File: config.mk
export PLATFORM = sky130hd
export DESIGN_NAME = dual_decode
export DESIGN_NICKNAME = d
export VERILOG_FILES = /design/src/decode_pkg.sv /design/src/inst_decoder.sv /design/src/issue_router.sv /design/src/dual_decode.sv
export VERILOG_INCLUDE_DIRS = /design/src
export SDC_FILE = /design/constraint.sdc
export NUM_CORES = 1
export LEC_CHECK = 0
export BUFFER_PORTS_ARGS = -buffer_cell sky130_fd_sc_hd__buf_2
export CORE_UTILIZATION = 42
export CTS_BUF_LIST = sky130_fd_sc_hd__clkbuf_4
export DETAILED_ROUTE_END_ITERATION = 10
export PLACE_DENSITY = 0.67
export SYNTH_ARGS = -nofsm -noshare
export SYNTH_HDL_FRONTEND = slang
export SYNTH_SLANG_ARGS = --single-unit
export TNS_END_PERCENT = 100
File: constraint.sdc
create_clock -name clk -period 6.8 [get_ports clk]
set_input_delay 0.34 -clock clk [delete_from_list [all_inputs] [get_ports clk]]
set_output_delay 0.34 -clock clk [all_outputs]
set_load 0.02 [all_outputs]
File: src/decode_params.svh
// decode stage widths, instruction field positions and the opcode table
`ifndef DECODE_PARAMS_SVH
`define DECODE_PARAMS_SVH

// widths
`define INST_W          32
`define OPCODE_W        11
`define REG_ADDR_W      7

// field start positions, word bit 0 is the msb
`define RT_POS          25
`define RA_POS          18
`define RB_POS          11
`define RC_POS          25
`define RRR_RT_POS      4
`define IMM7_POS        11
`define IMM10_POS       8
`define IMM16_POS       9
`define IMM18_POS       7

// fillers
`define OP_NOP          11'b0100_0000_001
`define OP_LNOP         11'b0100_0000_010

// even pipe
`define OP_MPYA         4'b1100
`define OP_ILA          7'b0100_001
`define OP_AI           8'b0001_1100
`define OP_SFI          8'b0000_1100
`define OP_IL           9'b0100_0000_1
`define OP_A            11'b0001_1000_000
`define OP_SF           11'b0000_1000_000
`define OP_XSWD         11'b0101_0110_110
`define OP_SHLI         11'b0000_1111_011

// odd pipe
`define OP_LQA          9'b0011_0000_1
`define OP_STQA         9'b0011_0010_0
`define OP_BI           11'b0011_0101_000
`define OP_ROTQBYI      11'b0011_1111_100
`define OP_ROTQBY       11'b0011_1011_100

`endif

File: src/decode_pkg.sv
// shared types for the dual-issue decode stage: pipes, issue slots and fetch pairs
`include "decode_params.svh"

package decode_pkg;

    // opcode prefixes shorter than 11 bits are right-justified
    typedef logic [`OPCODE_W-1:0]   opcode_t;
    typedef logic [`REG_ADDR_W-1:0] reg_addr_t;

    typedef enum logic {
        PIPE_EVEN = 1'b0,
        PIPE_ODD  = 1'b1
    } pipe_t;

    // one issue slot, fields the format does not use stay zero
    typedef struct packed {
        opcode_t            opcode;
        reg_addr_t          rt;
        reg_addr_t          ra;
        reg_addr_t          rb;
        reg_addr_t          rc;
        logic signed [6:0]  imm7;
        logic signed [9:0]  imm10;
        logic signed [15:0] imm16;
        logic signed [17:0] imm18;
    } slot_t;

    // decoder result for one word
    typedef struct packed {
        pipe_t pipe;
        logic  nop;
        slot_t slot;
    } decoded_t;

    // pair from fetch, first word in the upper half
    typedef struct packed {
        logic [0:`INST_W-1] first;
        logic [0:`INST_W-1] second;
    } inst_pair_t;

    // filler for a pipe with nothing to issue
    function automatic slot_t nop_slot(input pipe_t pipe);
        slot_t s;
        s        = '0;
        s.opcode = (pipe == PIPE_EVEN) ? `OP_NOP : `OP_LNOP;
        return s;
    endfunction

endpackage

File: src/inst_decoder.sv
// instruction decoder: classifies one word by opcode prefix and extracts its fields
`include "decode_params.svh"

module inst_decoder (
    input  logic [0:`INST_W-1]   inst,
    output decode_pkg::decoded_t decoded
);

    // opcode prefixes of every length in the table
    logic [3:0]  pre4;
    logic [6:0]  pre7;
    logic [7:0]  pre8;
    logic [8:0]  pre9;
    logic [10:0] pre11;

    // raw fields at their fixed positions
    decode_pkg::reg_addr_t field_rt;
    decode_pkg::reg_addr_t field_ra;
    decode_pkg::reg_addr_t field_rb;
    decode_pkg::reg_addr_t field_rc;
    decode_pkg::reg_addr_t field_rrr_rt;
    logic signed [6:0]     field_imm7;
    logic signed [9:0]     field_imm10;
    logic signed [15:0]    field_imm16;
    logic signed [17:0]    field_imm18;

    assign pre4  = inst[0 +: 4];
    assign pre7  = inst[0 +: 7];
    assign pre8  = inst[0 +: 8];
    assign pre9  = inst[0 +: 9];
    assign pre11 = inst[0 +: `OPCODE_W];

    assign field_rt     = inst[`RT_POS +: `REG_ADDR_W];
    assign field_ra     = inst[`RA_POS +: `REG_ADDR_W];
    assign field_rb     = inst[`RB_POS +: `REG_ADDR_W];
    assign field_rc     = inst[`RC_POS +: `REG_ADDR_W];
    assign field_rrr_rt = inst[`RRR_RT_POS +: `REG_ADDR_W];
    assign field_imm7   = inst[`IMM7_POS +: 7];
    assign field_imm10  = inst[`IMM10_POS +: 10];
    assign field_imm16  = inst[`IMM16_POS +: 16];
    assign field_imm18  = inst[`IMM18_POS +: 18];

    // shorter prefixes first, even before odd
    always_comb begin
        decoded      = '0;
        decoded.pipe = decode_pkg::PIPE_EVEN;
        // ----------------------------------------
        // even pipe
        if (pre4 == `OP_MPYA) begin
            // rrr, rt sits in front of the sources
            decoded.slot.opcode = decode_pkg::opcode_t'(pre4);
            decoded.slot.rt     = field_rrr_rt;
            decoded.slot.rb     = field_rb;
            decoded.slot.ra     = field_ra;
            decoded.slot.rc     = field_rc;
        end else if (pre7 == `OP_ILA) begin
            decoded.slot.opcode = decode_pkg::opcode_t'(pre7);
            decoded.slot.imm18  = field_imm18;
            decoded.slot.rt     = field_rt;
        end else if (pre8 == `OP_AI || pre8 == `OP_SFI) begin
            decoded.slot.opcode = decode_pkg::opcode_t'(pre8);
            decoded.slot.imm10  = field_imm10;
            decoded.slot.ra     = field_ra;
            decoded.slot.rt     = field_rt;
        end else if (pre9 == `OP_IL) begin
            decoded.slot.opcode = decode_pkg::opcode_t'(pre9);
            decoded.slot.imm16  = field_imm16;
            decoded.slot.rt     = field_rt;
        end else if (pre11 == `OP_A || pre11 == `OP_SF) begin
            decoded.slot.opcode = pre11;
            decoded.slot.rb     = field_rb;
            decoded.slot.ra     = field_ra;
            decoded.slot.rt     = field_rt;
        end else if (pre11 == `OP_XSWD) begin
            // single source
            decoded.slot.opcode = pre11;
            decoded.slot.ra     = field_ra;
            decoded.slot.rt     = field_rt;
        end else if (pre11 == `OP_SHLI) begin
            decoded.slot.opcode = pre11;
            decoded.slot.imm7   = field_imm7;
            decoded.slot.ra     = field_ra;
            decoded.slot.rt     = field_rt;
        // ----------------------------------------
        // odd pipe
        end else if (pre9 == `OP_LQA) begin
            decoded.pipe        = decode_pkg::PIPE_ODD;
            decoded.slot.opcode = decode_pkg::opcode_t'(pre9);
            decoded.slot.imm16  = field_imm16;
            decoded.slot.rt     = field_rt;
        end else if (pre9 == `OP_STQA) begin
            // no target register
            decoded.pipe        = decode_pkg::PIPE_ODD;
            decoded.slot.opcode = decode_pkg::opcode_t'(pre9);
            decoded.slot.imm16  = field_imm16;
        end else if (pre11 == `OP_BI) begin
            decoded.pipe        = decode_pkg::PIPE_ODD;
            decoded.slot.opcode = pre11;
            decoded.slot.ra     = field_ra;
        end else if (pre11 == `OP_ROTQBYI) begin
            decoded.pipe        = decode_pkg::PIPE_ODD;
            decoded.slot.opcode = pre11;
            decoded.slot.imm7   = field_imm7;
            decoded.slot.ra     = field_ra;
            decoded.slot.rt     = field_rt;
        end else if (pre11 == `OP_ROTQBY) begin
            decoded.pipe        = decode_pkg::PIPE_ODD;
            decoded.slot.opcode = pre11;
            decoded.slot.rb     = field_rb;
            decoded.slot.ra     = field_ra;
            decoded.slot.rt     = field_rt;
        end else if (pre11 == `OP_LNOP) begin
            decoded.pipe = decode_pkg::PIPE_ODD;
            decoded.nop  = 1'b1;
            decoded.slot = decode_pkg::nop_slot(decode_pkg::PIPE_ODD);
        end else begin
            // even nop, and anything not in the table
            decoded.nop  = 1'b1;
            decoded.slot = decode_pkg::nop_slot(decode_pkg::PIPE_EVEN);
        end
    end

endmodule

File: src/issue_router.sv
// issue router that steers a decoded pair to the pipes and splits same-pipe pairs
module issue_router (
    input  logic                 clk,
    input  logic                 reset,
    input  decode_pkg::decoded_t first,
    input  decode_pkg::decoded_t second,
    input  logic                 dependency_stall,
    output decode_pkg::slot_t    even_slot,
    output decode_pkg::slot_t    odd_slot,
    output logic                 decode_stall
);

    // set while the second half of a split pair is pending
    logic              split;
    logic              same_pipe;

    logic              take_first_even;
    logic              take_first_odd;
    logic              take_second_even;
    logic              take_second_odd;

    decode_pkg::slot_t even_next;
    decode_pkg::slot_t odd_next;

    // word is a real instruction for pipe p
    function automatic logic wants(
        input decode_pkg::decoded_t d,
        input decode_pkg::pipe_t    p
    );
        return (d.pipe == p) && !d.nop;
    endfunction

    // ----------------------------------------
    // hazard detect
    // ----------------------------------------

    // both words need the same pipe and neither is a nop
    assign same_pipe = (first.pipe == second.pipe) && !first.nop && !second.nop;

    // first word goes out unless the split already sent it
    assign take_first_even = !split && wants(first, decode_pkg::PIPE_EVEN);
    assign take_first_odd  = !split && wants(first, decode_pkg::PIPE_ODD);

    // second word waits one cycle when it collides with the first
    assign take_second_even = (split || !same_pipe) && wants(second, decode_pkg::PIPE_EVEN);
    assign take_second_odd  = (split || !same_pipe) && wants(second, decode_pkg::PIPE_ODD);

    // ----------------------------------------
    // slot select
    // ----------------------------------------

    always_comb begin
        if (take_first_even) begin
            even_next = first.slot;
        end else if (take_second_even) begin
            even_next = second.slot;
        end else begin
            even_next = decode_pkg::nop_slot(decode_pkg::PIPE_EVEN);
        end
    end

    always_comb begin
        if (take_first_odd) begin
            odd_next = first.slot;
        end else if (take_second_odd) begin
            odd_next = second.slot;
        end else begin
            odd_next = decode_pkg::nop_slot(decode_pkg::PIPE_ODD);
        end
    end

    // fetch holds the pair on the first half of a split or on a downstream stall
    assign decode_stall = reset && (dependency_stall || (same_pipe && !split));

    // ----------------------------------------
    // issue registers
    // ----------------------------------------

    always_ff @(posedge clk) begin
        if (!reset) begin
            split     <= 1'b0;
            even_slot <= decode_pkg::nop_slot(decode_pkg::PIPE_EVEN);
            odd_slot  <= decode_pkg::nop_slot(decode_pkg::PIPE_ODD);
        end else if (!dependency_stall) begin
            split     <= same_pipe && !split;
            even_slot <= even_next;
            odd_slot  <= odd_next;
        end
    end

    // pair is held by fetch for the second half of a split
    split_pair_held: assert property (
        @(posedge clk) disable iff (!reset)
        split |-> (first.pipe == second.pipe) && !first.nop && !second.nop
    );

endmodule

File: src/dual_decode.sv
// dual-issue decode stage top: two word decoders feeding the issue router
module dual_decode (
    input  logic                   clk,
    input  logic                   reset,
    input  decode_pkg::inst_pair_t inst_pair,
    input  logic                   dependency_stall,
    output decode_pkg::slot_t      even_slot,
    output decode_pkg::slot_t      odd_slot,
    output logic                   decode_stall
);

    decode_pkg::decoded_t first_decoded;
    decode_pkg::decoded_t second_decoded;

    inst_decoder i_decode_first (
        .inst    (inst_pair.first),
        .decoded (first_decoded)
    );

    inst_decoder i_decode_second (
        .inst    (inst_pair.second),
        .decoded (second_decoded)
    );

    issue_router i_issue_router (
        .clk              (clk),
        .reset            (reset),
        .first            (first_decoded),
        .second           (second_decoded),
        .dependency_stall (dependency_stall),
        .even_slot        (even_slot),
        .odd_slot         (odd_slot),
        .decode_stall     (decode_stall)
    );

endmodule

### Word level (Yosys, flattened, before mapping)

Index checks and enable logic that the tools add are counted.

| storage, ports and cells | value |
|---|---|
| input port bits | 67 |
| register bits | 181 |
| output and inout bits | 181 |

| cells by class | value |
|---|---|
| reductions and logical operators | 22 |
| equality and inequality tests | 31 |
| bitwise gates (word level) | 2 |
| mux-type cells | 182 |

Operator list:

| operator | count |
|---|---|
| 25-bit two-way mux | 28 |
| 58-bit two-way mux | 12 |
| 38-bit two-way mux | 17 |
| 65-bit two-way mux | 9 |
| 45-bit two-way mux | 10 |
| 32-bit two-way mux | 12 |
| 90-bit two-way mux | 4 |
| 18-bit two-way mux | 14 |
| 44-bit two-way mux | 4 |
| 81-bit two-way mux | 2 |
| 54-bit two-way mux | 2 |
| 51-bit two-way mux | 2 |
| 16-bit two-way mux | 6 |
| 39-bit two-way mux | 2 |
| 34-bit two-way mux | 2 |
| 11-bit by 9-bit == test with 1-bit output, second input constant | 6 |
| 14-bit two-way mux | 4 |
| 7-bit two-way mux | 8 |
| 11-bit by 10-bit == test with 1-bit output, second input constant | 4 |
| 11-bit by 7-bit == test with 1-bit output, second input constant | 4 |
| 11-bit two-way mux | 4 |
| 21-bit two-way mux | 2 |
| 9-bit by 7-bit == test with 1-bit output, second input constant | 4 |
| 2-bit two-way mux | 14 |
| other kinds (13) | 61 |

### Longest topological paths before layout

| logic depth | value |
|---|---|
| word-level depth | 52 |
| depth in mapped cells | 11 |
| mapped depth without buffers | 7 |

### Cells and area by module

From an unflattened synthesis, not the netlist that was laid out.

| second synthesis, totals | value |
|---|---|
| cell total of the unflattened synthesis | 1,405 |
| area total of the unflattened synthesis | 10,109.7 um^2 |

By module, submodules not included:

| module | cells each | seq. area each (um^2) | instances | area each (um^2) |
|---|---|---|---|---|
| issue_router | 1,033 | 3,623.5 | 1 | 7,940.1 |
| inst_decoder | 186 | 0.0 | 2 | 1,084.8 |

### Least setup slack after synthesis

No wires, ideal clock.

| timing | value |
|---|---|
| path kind | in2out |
| start | input port inst_pair[56] (netlist bit) |
| end | output port decode_stall |
| arrival | 2,559 ps |
| slack | 3,901 ps |
| path buffers | 3 |
| stages on the path | 9 |
| cells stage by stage | buf_6 -> or2_1 -> or4_1 -> buf_2 -> nand3_2 -> nor3_2 -> buf_6 -> o41a_1 -> o41ai_2 |

| on the way | value |
|---|---|
| word-level cells in the longest chain between the ends | 20 |

Ends and longest elaborated chain:

| element | line | RTL |
|---|---|---|
| from (decl) | dual_decode.sv:5 | `input decode_pkg::inst_pair_t inst_pair,` |
| 11-bit by 10-bit == test with 1-bit output (no line) | - |  |
| 1-bit two-way mux | inst_decoder.sv:112 | `` end else if (pre11 == `OP_LNOP) begin `` |
| 1-bit two-way mux | inst_decoder.sv:106 | `` end else if (pre11 == `OP_ROTQBY) begin `` |
| 1-bit two-way mux | inst_decoder.sv:100 | `` end else if (pre11 == `OP_ROTQBYI) begin `` |
| 1-bit two-way mux | inst_decoder.sv:96 | `` end else if (pre11 == `OP_BI) begin `` |
| 1-bit two-way mux | inst_decoder.sv:91 | `` end else if (pre9 == `OP_STQA) begin `` |
| 1-bit two-way mux | inst_decoder.sv:86 | `` end else if (pre9 == `OP_LQA) begin `` |
| 2-bit two-way mux | inst_decoder.sv:79 | `` end else if (pre11 == `OP_SHLI) begin `` |
| [... 3 more ...] | - |  |
| 2-bit two-way mux * | inst_decoder.sv:60 | `` end else if (pre8 == `OP_AI \|\| pre8 == `OP_SFI) begin `` |
| 2-bit two-way mux * | inst_decoder.sv:56 | `` end else if (pre7 == `OP_ILA) begin `` |
| 2-bit two-way mux * | inst_decoder.sv:49 | `` if (pre4 == `OP_MPYA) begin `` |
| 1-bit == test | issue_router.sv:38 | `assign same_pipe = (first.pipe == second.pipe) && !first.nop && !second.nop;` |
| 1-bit logical AND * (2 in series) | issue_router.sv:38 |  |
| 1-bit logical AND * | issue_router.sv:73 | `assign decode_stall = reset && (dependency_stall \|\| (same_pipe && !split));` |
| 1-bit logical OR * | issue_router.sv:73 |  |
| 1-bit logical AND * | issue_router.sv:73 |  |
| to (decl) | dual_decode.sv:9 | `output logic decode_stall` |

Every way passes the cells marked *; elsewhere a longest branch is shown, timed or not.

### Worst setup path after layout

| timing | value |
|---|---|
| start | input port inst_pair[60] (netlist bit) |
| end | output port decode_stall |

| on the way | value |
|---|---|
| word-level cells in the longest chain between the ends | 20 |

Ends and longest elaborated chain:

| element | line |
|---|---|
| 11-bit by 10-bit == test with 1-bit output (no line) | - |
| 1-bit two-way mux | inst_decoder.sv:112 |
| 1-bit two-way mux | inst_decoder.sv:106 |
| 1-bit two-way mux | inst_decoder.sv:100 |
| 1-bit two-way mux | inst_decoder.sv:96 |
| 1-bit two-way mux | inst_decoder.sv:91 |
| 1-bit two-way mux | inst_decoder.sv:86 |
| 2-bit two-way mux | inst_decoder.sv:79 |
| [... 3 more ...] | - |
| 2-bit two-way mux | inst_decoder.sv:60 |
| 2-bit two-way mux | inst_decoder.sv:56 |
| 2-bit two-way mux * | inst_decoder.sv:49 |
| 1-bit == test | issue_router.sv:38 |
| 1-bit logical AND * (2 in series) | issue_router.sv:38 |
| 1-bit logical AND * | issue_router.sv:73 |
| 1-bit logical OR * | issue_router.sv:73 |
| 1-bit logical AND * | issue_router.sv:73 |

Marked as above.

==> results.md <==
- For this design, the CTS-stage hold fixing added 0 buffers.
- The relative contribution of the clock network to total power is about a third.
- The floorplan step defined a core boundary enclosing slightly below 0.02 mm^2.
- Registers are responsible for a little over half of the overall power.
- The initialized floorplan defines 51 standard-cell rows.
- The beginning of the critical path is inst_pair[60].
- Before CTS, the worst setup slack after placement is ~3500 ps.
- The number of gates resized after cts is 0.
- Dividing the synthesized area by the synthesized cell count gives 8.74 um^2.
- The post-CTS repair timing setup buffer count is 0.
- The number of nets handed over by synthesis was around 1000.
- The first global-routing pass estimated about 44000 um of wire.
- Detailed routing inserted a total of a little under 9000 vias.
- The maximum number of pins on one net before global-route repair is between 100 and 150.
- The number of global-route vias before repair was between 7000 and 8000.
- From bottom edge to top edge, the die measures roughly 140 um.
- The portion of total power attributed to combinational logic is ~15%.
- The worst path needs between 3000 and 4000 ps of the cycle, external delays included.
- The final setup skew is 13.2 ps.
- Dividing total power by cell area gives a power density of ~210 mW/mm^2.
- Of the total power, the share spent switching nets is about a third.
- Counting cells, the worst reg-to-reg path comes to 5.
- The number of instances in the synthesized netlist is ~970.
- The design internal power is between 1 and 1.5 mW.
- The aggregate global-route resource usage is 28.2%.
- The clock transition at the registers of the reported paths is around 170 ps.
- The number of antenna violations at the first check in global routing is 1.
- The worst-case register-to-register setup slack is about 4400 ps.
- The TritonCTS clock tree is done.
- The worst flop-to-flop path startpoint is i_issue_router.split.
- The post-route netlist has between 20% and 30% of its cells at a drive strength greater than 1.
- Summed over all failing endpoints, the final setup total negative slack is 0 ps.
- The congestion estimate from routability-driven global placement came to roughly 0.9.
- In this run the cell area of the synthesized design comes to about 0.0084 mm^2.
- STA classifies the critical path endpoint as an output pin.
- Based on the critical path, the design can be clocked at up to about 300 MHz.
- Measured along the x axis, the die boundary spans between 100 and 150 um.
- The detailed-placement wirelength estimate is between 20000 and 25000 um.
- The sort of element at the start of the critical path is an input port.
- In this run the static leakage power is 4.44 nW.
- The endpoint of the lowest-slack register-to-register path is i_issue_router.odd_slot[59].
- The number of different library cells used by synthesis comes to 75.
- The critical path ends at decode_stall.
- The final number of setup-violating endpoints is 0.
- Summing the sequential cell areas from Yosys gives between 40% and 50% of the chip area.
- The later pin in the worst-skew pair is clocked with a latency of about 600 ps.
- IR analysis of the VDD net gives a maximum drop of ~0.00014 V.
- From synthesis to final layout, the design area changed by 18.4%.
- The clock tree root driver cell is sky130_fd_sc_hd__clkbuf_4.
- The post-detailed-route count of antenna-violating nets is 0.
- The initial core utilization is a little over two fifths.
- The final critical path takes up about half of the cycle.
- The top-level I/O count is 248.
- In this run the power spent charging and discharging nets is approximately 0.66 mW.
- Setup repair after global routing left no endpoint under its margin.
- No sink is reached through more buffers than the 2 on the longest clock path.
- The endpoint required time on the critical path is between 6000 and 7000 ps.
- The final max-slew violation count was 0.
- The leading register cell type out of synthesis is sky130_fd_sc_hd__dfxtp_1.
- The count of port buffers added during placement is about 250.
- In this design, the stage delay of the slowest critical-path cell is between 900 and 1000 ps.
- The number of warnings issued by yosys is 0.
- Cells fill roughly half of the core in the end.
- The DRC violations left is 0.
- The number of enable-type register cells in the synthesized netlist is 0.
- The number of detailed-route iterations in the first pass is 6.
- The die area is between 0.02 and 0.025 mm^2.
- The detailed-route vias per instance is 6.10.
- The number of DRC violations after detailed-routing iteration 0 is between 1000 and 1500.
- The number of clock sinks is 181.
- The average detailed-routed wire length per instance is ~21 um.
- Of all nets on the critical path, the largest fanout is 14.
- The net count reported at finish is between 1000 and 1500.
- The total of max-cap violations is 0.
- At the pin with the least slew margin, the transition time is between 1000 and 1500 ps.
- Setup slack closes at about 3500 ps.
- The setup path with the least slack is of type input port to output pin.
- The total overflow left after global routing is 0.
- The depth of the CTS H-tree is 4.
- The synthesis-stage register bit count is 181.
- Among all stages on the critical path, the largest delay is contributed by sky130_fd_sc_hd__nor4bb_4.
- The count of final hold-check violations is 0.
- The signal on the critical path passes through buf_2, nor4bb_4, a31o_1, a31o_1, nor3_2, o41a_1, o41ai_2, buf_2.
- For the worst setup path, the data arrival time is 3000 ps.
- The run finished with clean final reports.
- After detailed routing, the total wire length is ~30000 um.
- The fraction of registers with async set/reset is 0%.
- The total CTS buffers is 17.
- In this run the worst hold path is classified as input port to register.
- The tightest slew margin relative to the limit is 26.3%.
[worst min-delay path by stage]
stage                                   endpoint  cells past startpoint                   startpoint  slack (ps)
global placement     i_issue_router.odd_slot[80]                      1  i_issue_router.odd_slot[80]         430
CTS                 i_issue_router.even_slot[55]                      3                 inst_pair[4]           4
finish              i_issue_router.even_slot[51]                      3                 inst_pair[0]          30
floorplan            i_issue_router.odd_slot[24]                      2                inst_pair[13]         490
detailed placement   i_issue_router.odd_slot[82]                      2  i_issue_router.odd_slot[82]         440
global route         i_issue_router.odd_slot[60]                      3                inst_pair[16]          10
[power by group through the flow]
stage | Sequential (mW) | Combinational (mW) | Clock [mW]
after global placement | 1.14 | 0.313 | 0
final | 1.12 | 0.319 | 0.657
after floorplan | 1.19 | 0.143 | 0
after global routing | 1.12 | 0.342 | 0.712
after detailed placement | 1.14 | 0.313 | 0
after CTS | 1.12 | 0.314 | 0.671
[placed cells by master, fill, tap and decap left out, drive strengths merged, types with 6 or more instances in the layout]
master,count
buf,254
dfxtp,181
o21ai,143
nor2,128
a221oi,104
and3,46
a21oi,37
nand2,32
nor2b,19
nand3,18
clkbuf,17
a21o,13
nor3,13
inv,11
a31oi,10
or3,10
a211oi,9
nor4b,8
a22o,7
and2,7
mux2i,6
nor4bb,6
clkinv,6
[final cells by class]
class                   instances  area (um^2)
diodes                          1         2.50
clock buffers                  17          128
clock inverters                15          191
fillers                      1979         9590
inverters                       7         27.5
multi-input cells             687         4400
flip-flops and latches        181         3620
well taps                     265          332
repair buffers                254         1290
[synthesized netlist by cell type (all sizes together) (3+ instances only)]
master	instances	area [um^2]
o21ai	143	716
nor3	13	96.4
nand4	5	31.3
or2	4	25.0
nor2	128	483
nand3	18	95.1
dfxtp	181	3620
nand2	32	123
or4b	3	30.0
clkbuf	62	233
inv	7	26.3
o211ai	4	30.0
mux2i	6	60.1
nor3b	4	30.0
a221oi	104	973
nor4bb	6	60.1
a22o	7	61.3
nor4b	8	88.8
o22a	3	26.3
nor2b	19	119
and3	46	288
a21o	13	97.6
o31ai	4	30.0
nand2b	3	18.8
a31oi	10	62.6
a31o	3	26.3
o211a	5	50.1
or3	10	72.6
buf	29	180
a211oi	9	120
nor4	3	18.8
and4b	4	43.8
a21oi	37	204
and2	7	48.8
[per-layer routing]
| metal | track usage, % | vias up | wire (um) |
|---|---|---|---|
| li1 | - | 4024 | - |
| met1 | 40.3 | 4117 | 13400 |
| met2 | 40.3 | 501 | 12600 |
| met3 | 6.50 | 67 | 3110 |
| met4 | 11.6 | 0 | 863 |
| met5 | 0 | - | 0 |
[through the flow]
| step | instances | hold WS, ps | power, mW | area [um^2] |
|---|---|---|---|---|
| detailed placement | 1394 | 442 | 1.45 | 9680 |
| floorplan | 966 | 490 | 1.33 | 8440 |
| global route | 1427 | 10.5 | 2.18 | 10000 |
| finish | 1427 | 28.9 | 2.10 | 10000 |
| global placement | 1394 | 434 | 1.45 | 9680 |
| CTS | 1426 | 3.68 | 2.10 | 9990 |
[logic make-up after synthesis]
| family | share of synthesized area [%] |
|---|---|
| AO/OA/AOI/OAI | 30.3 |
| XOR/XNOR | 0.104 |
| multiplexers | 0.712 |
| buffers and inverters | 5.20 |
| flip-flops | 42.9 |
| AND/OR/NAND/NOR | 20.8 |
[sequential cells by signal, indices dropped and copies added, names as in the netlist]
register,count
i_issue_router.odd_slot,90
i_issue_router.even_slot,90
i_issue_router.split,1
[critical path, delay by kind of cell]
family / cells / cell delay (ps)
simple gates: 2 / 1060
buf+inv: 2 / 380
compound gates: 4 / 1210
Note: power is estimated with default switching activity, not from simulation.
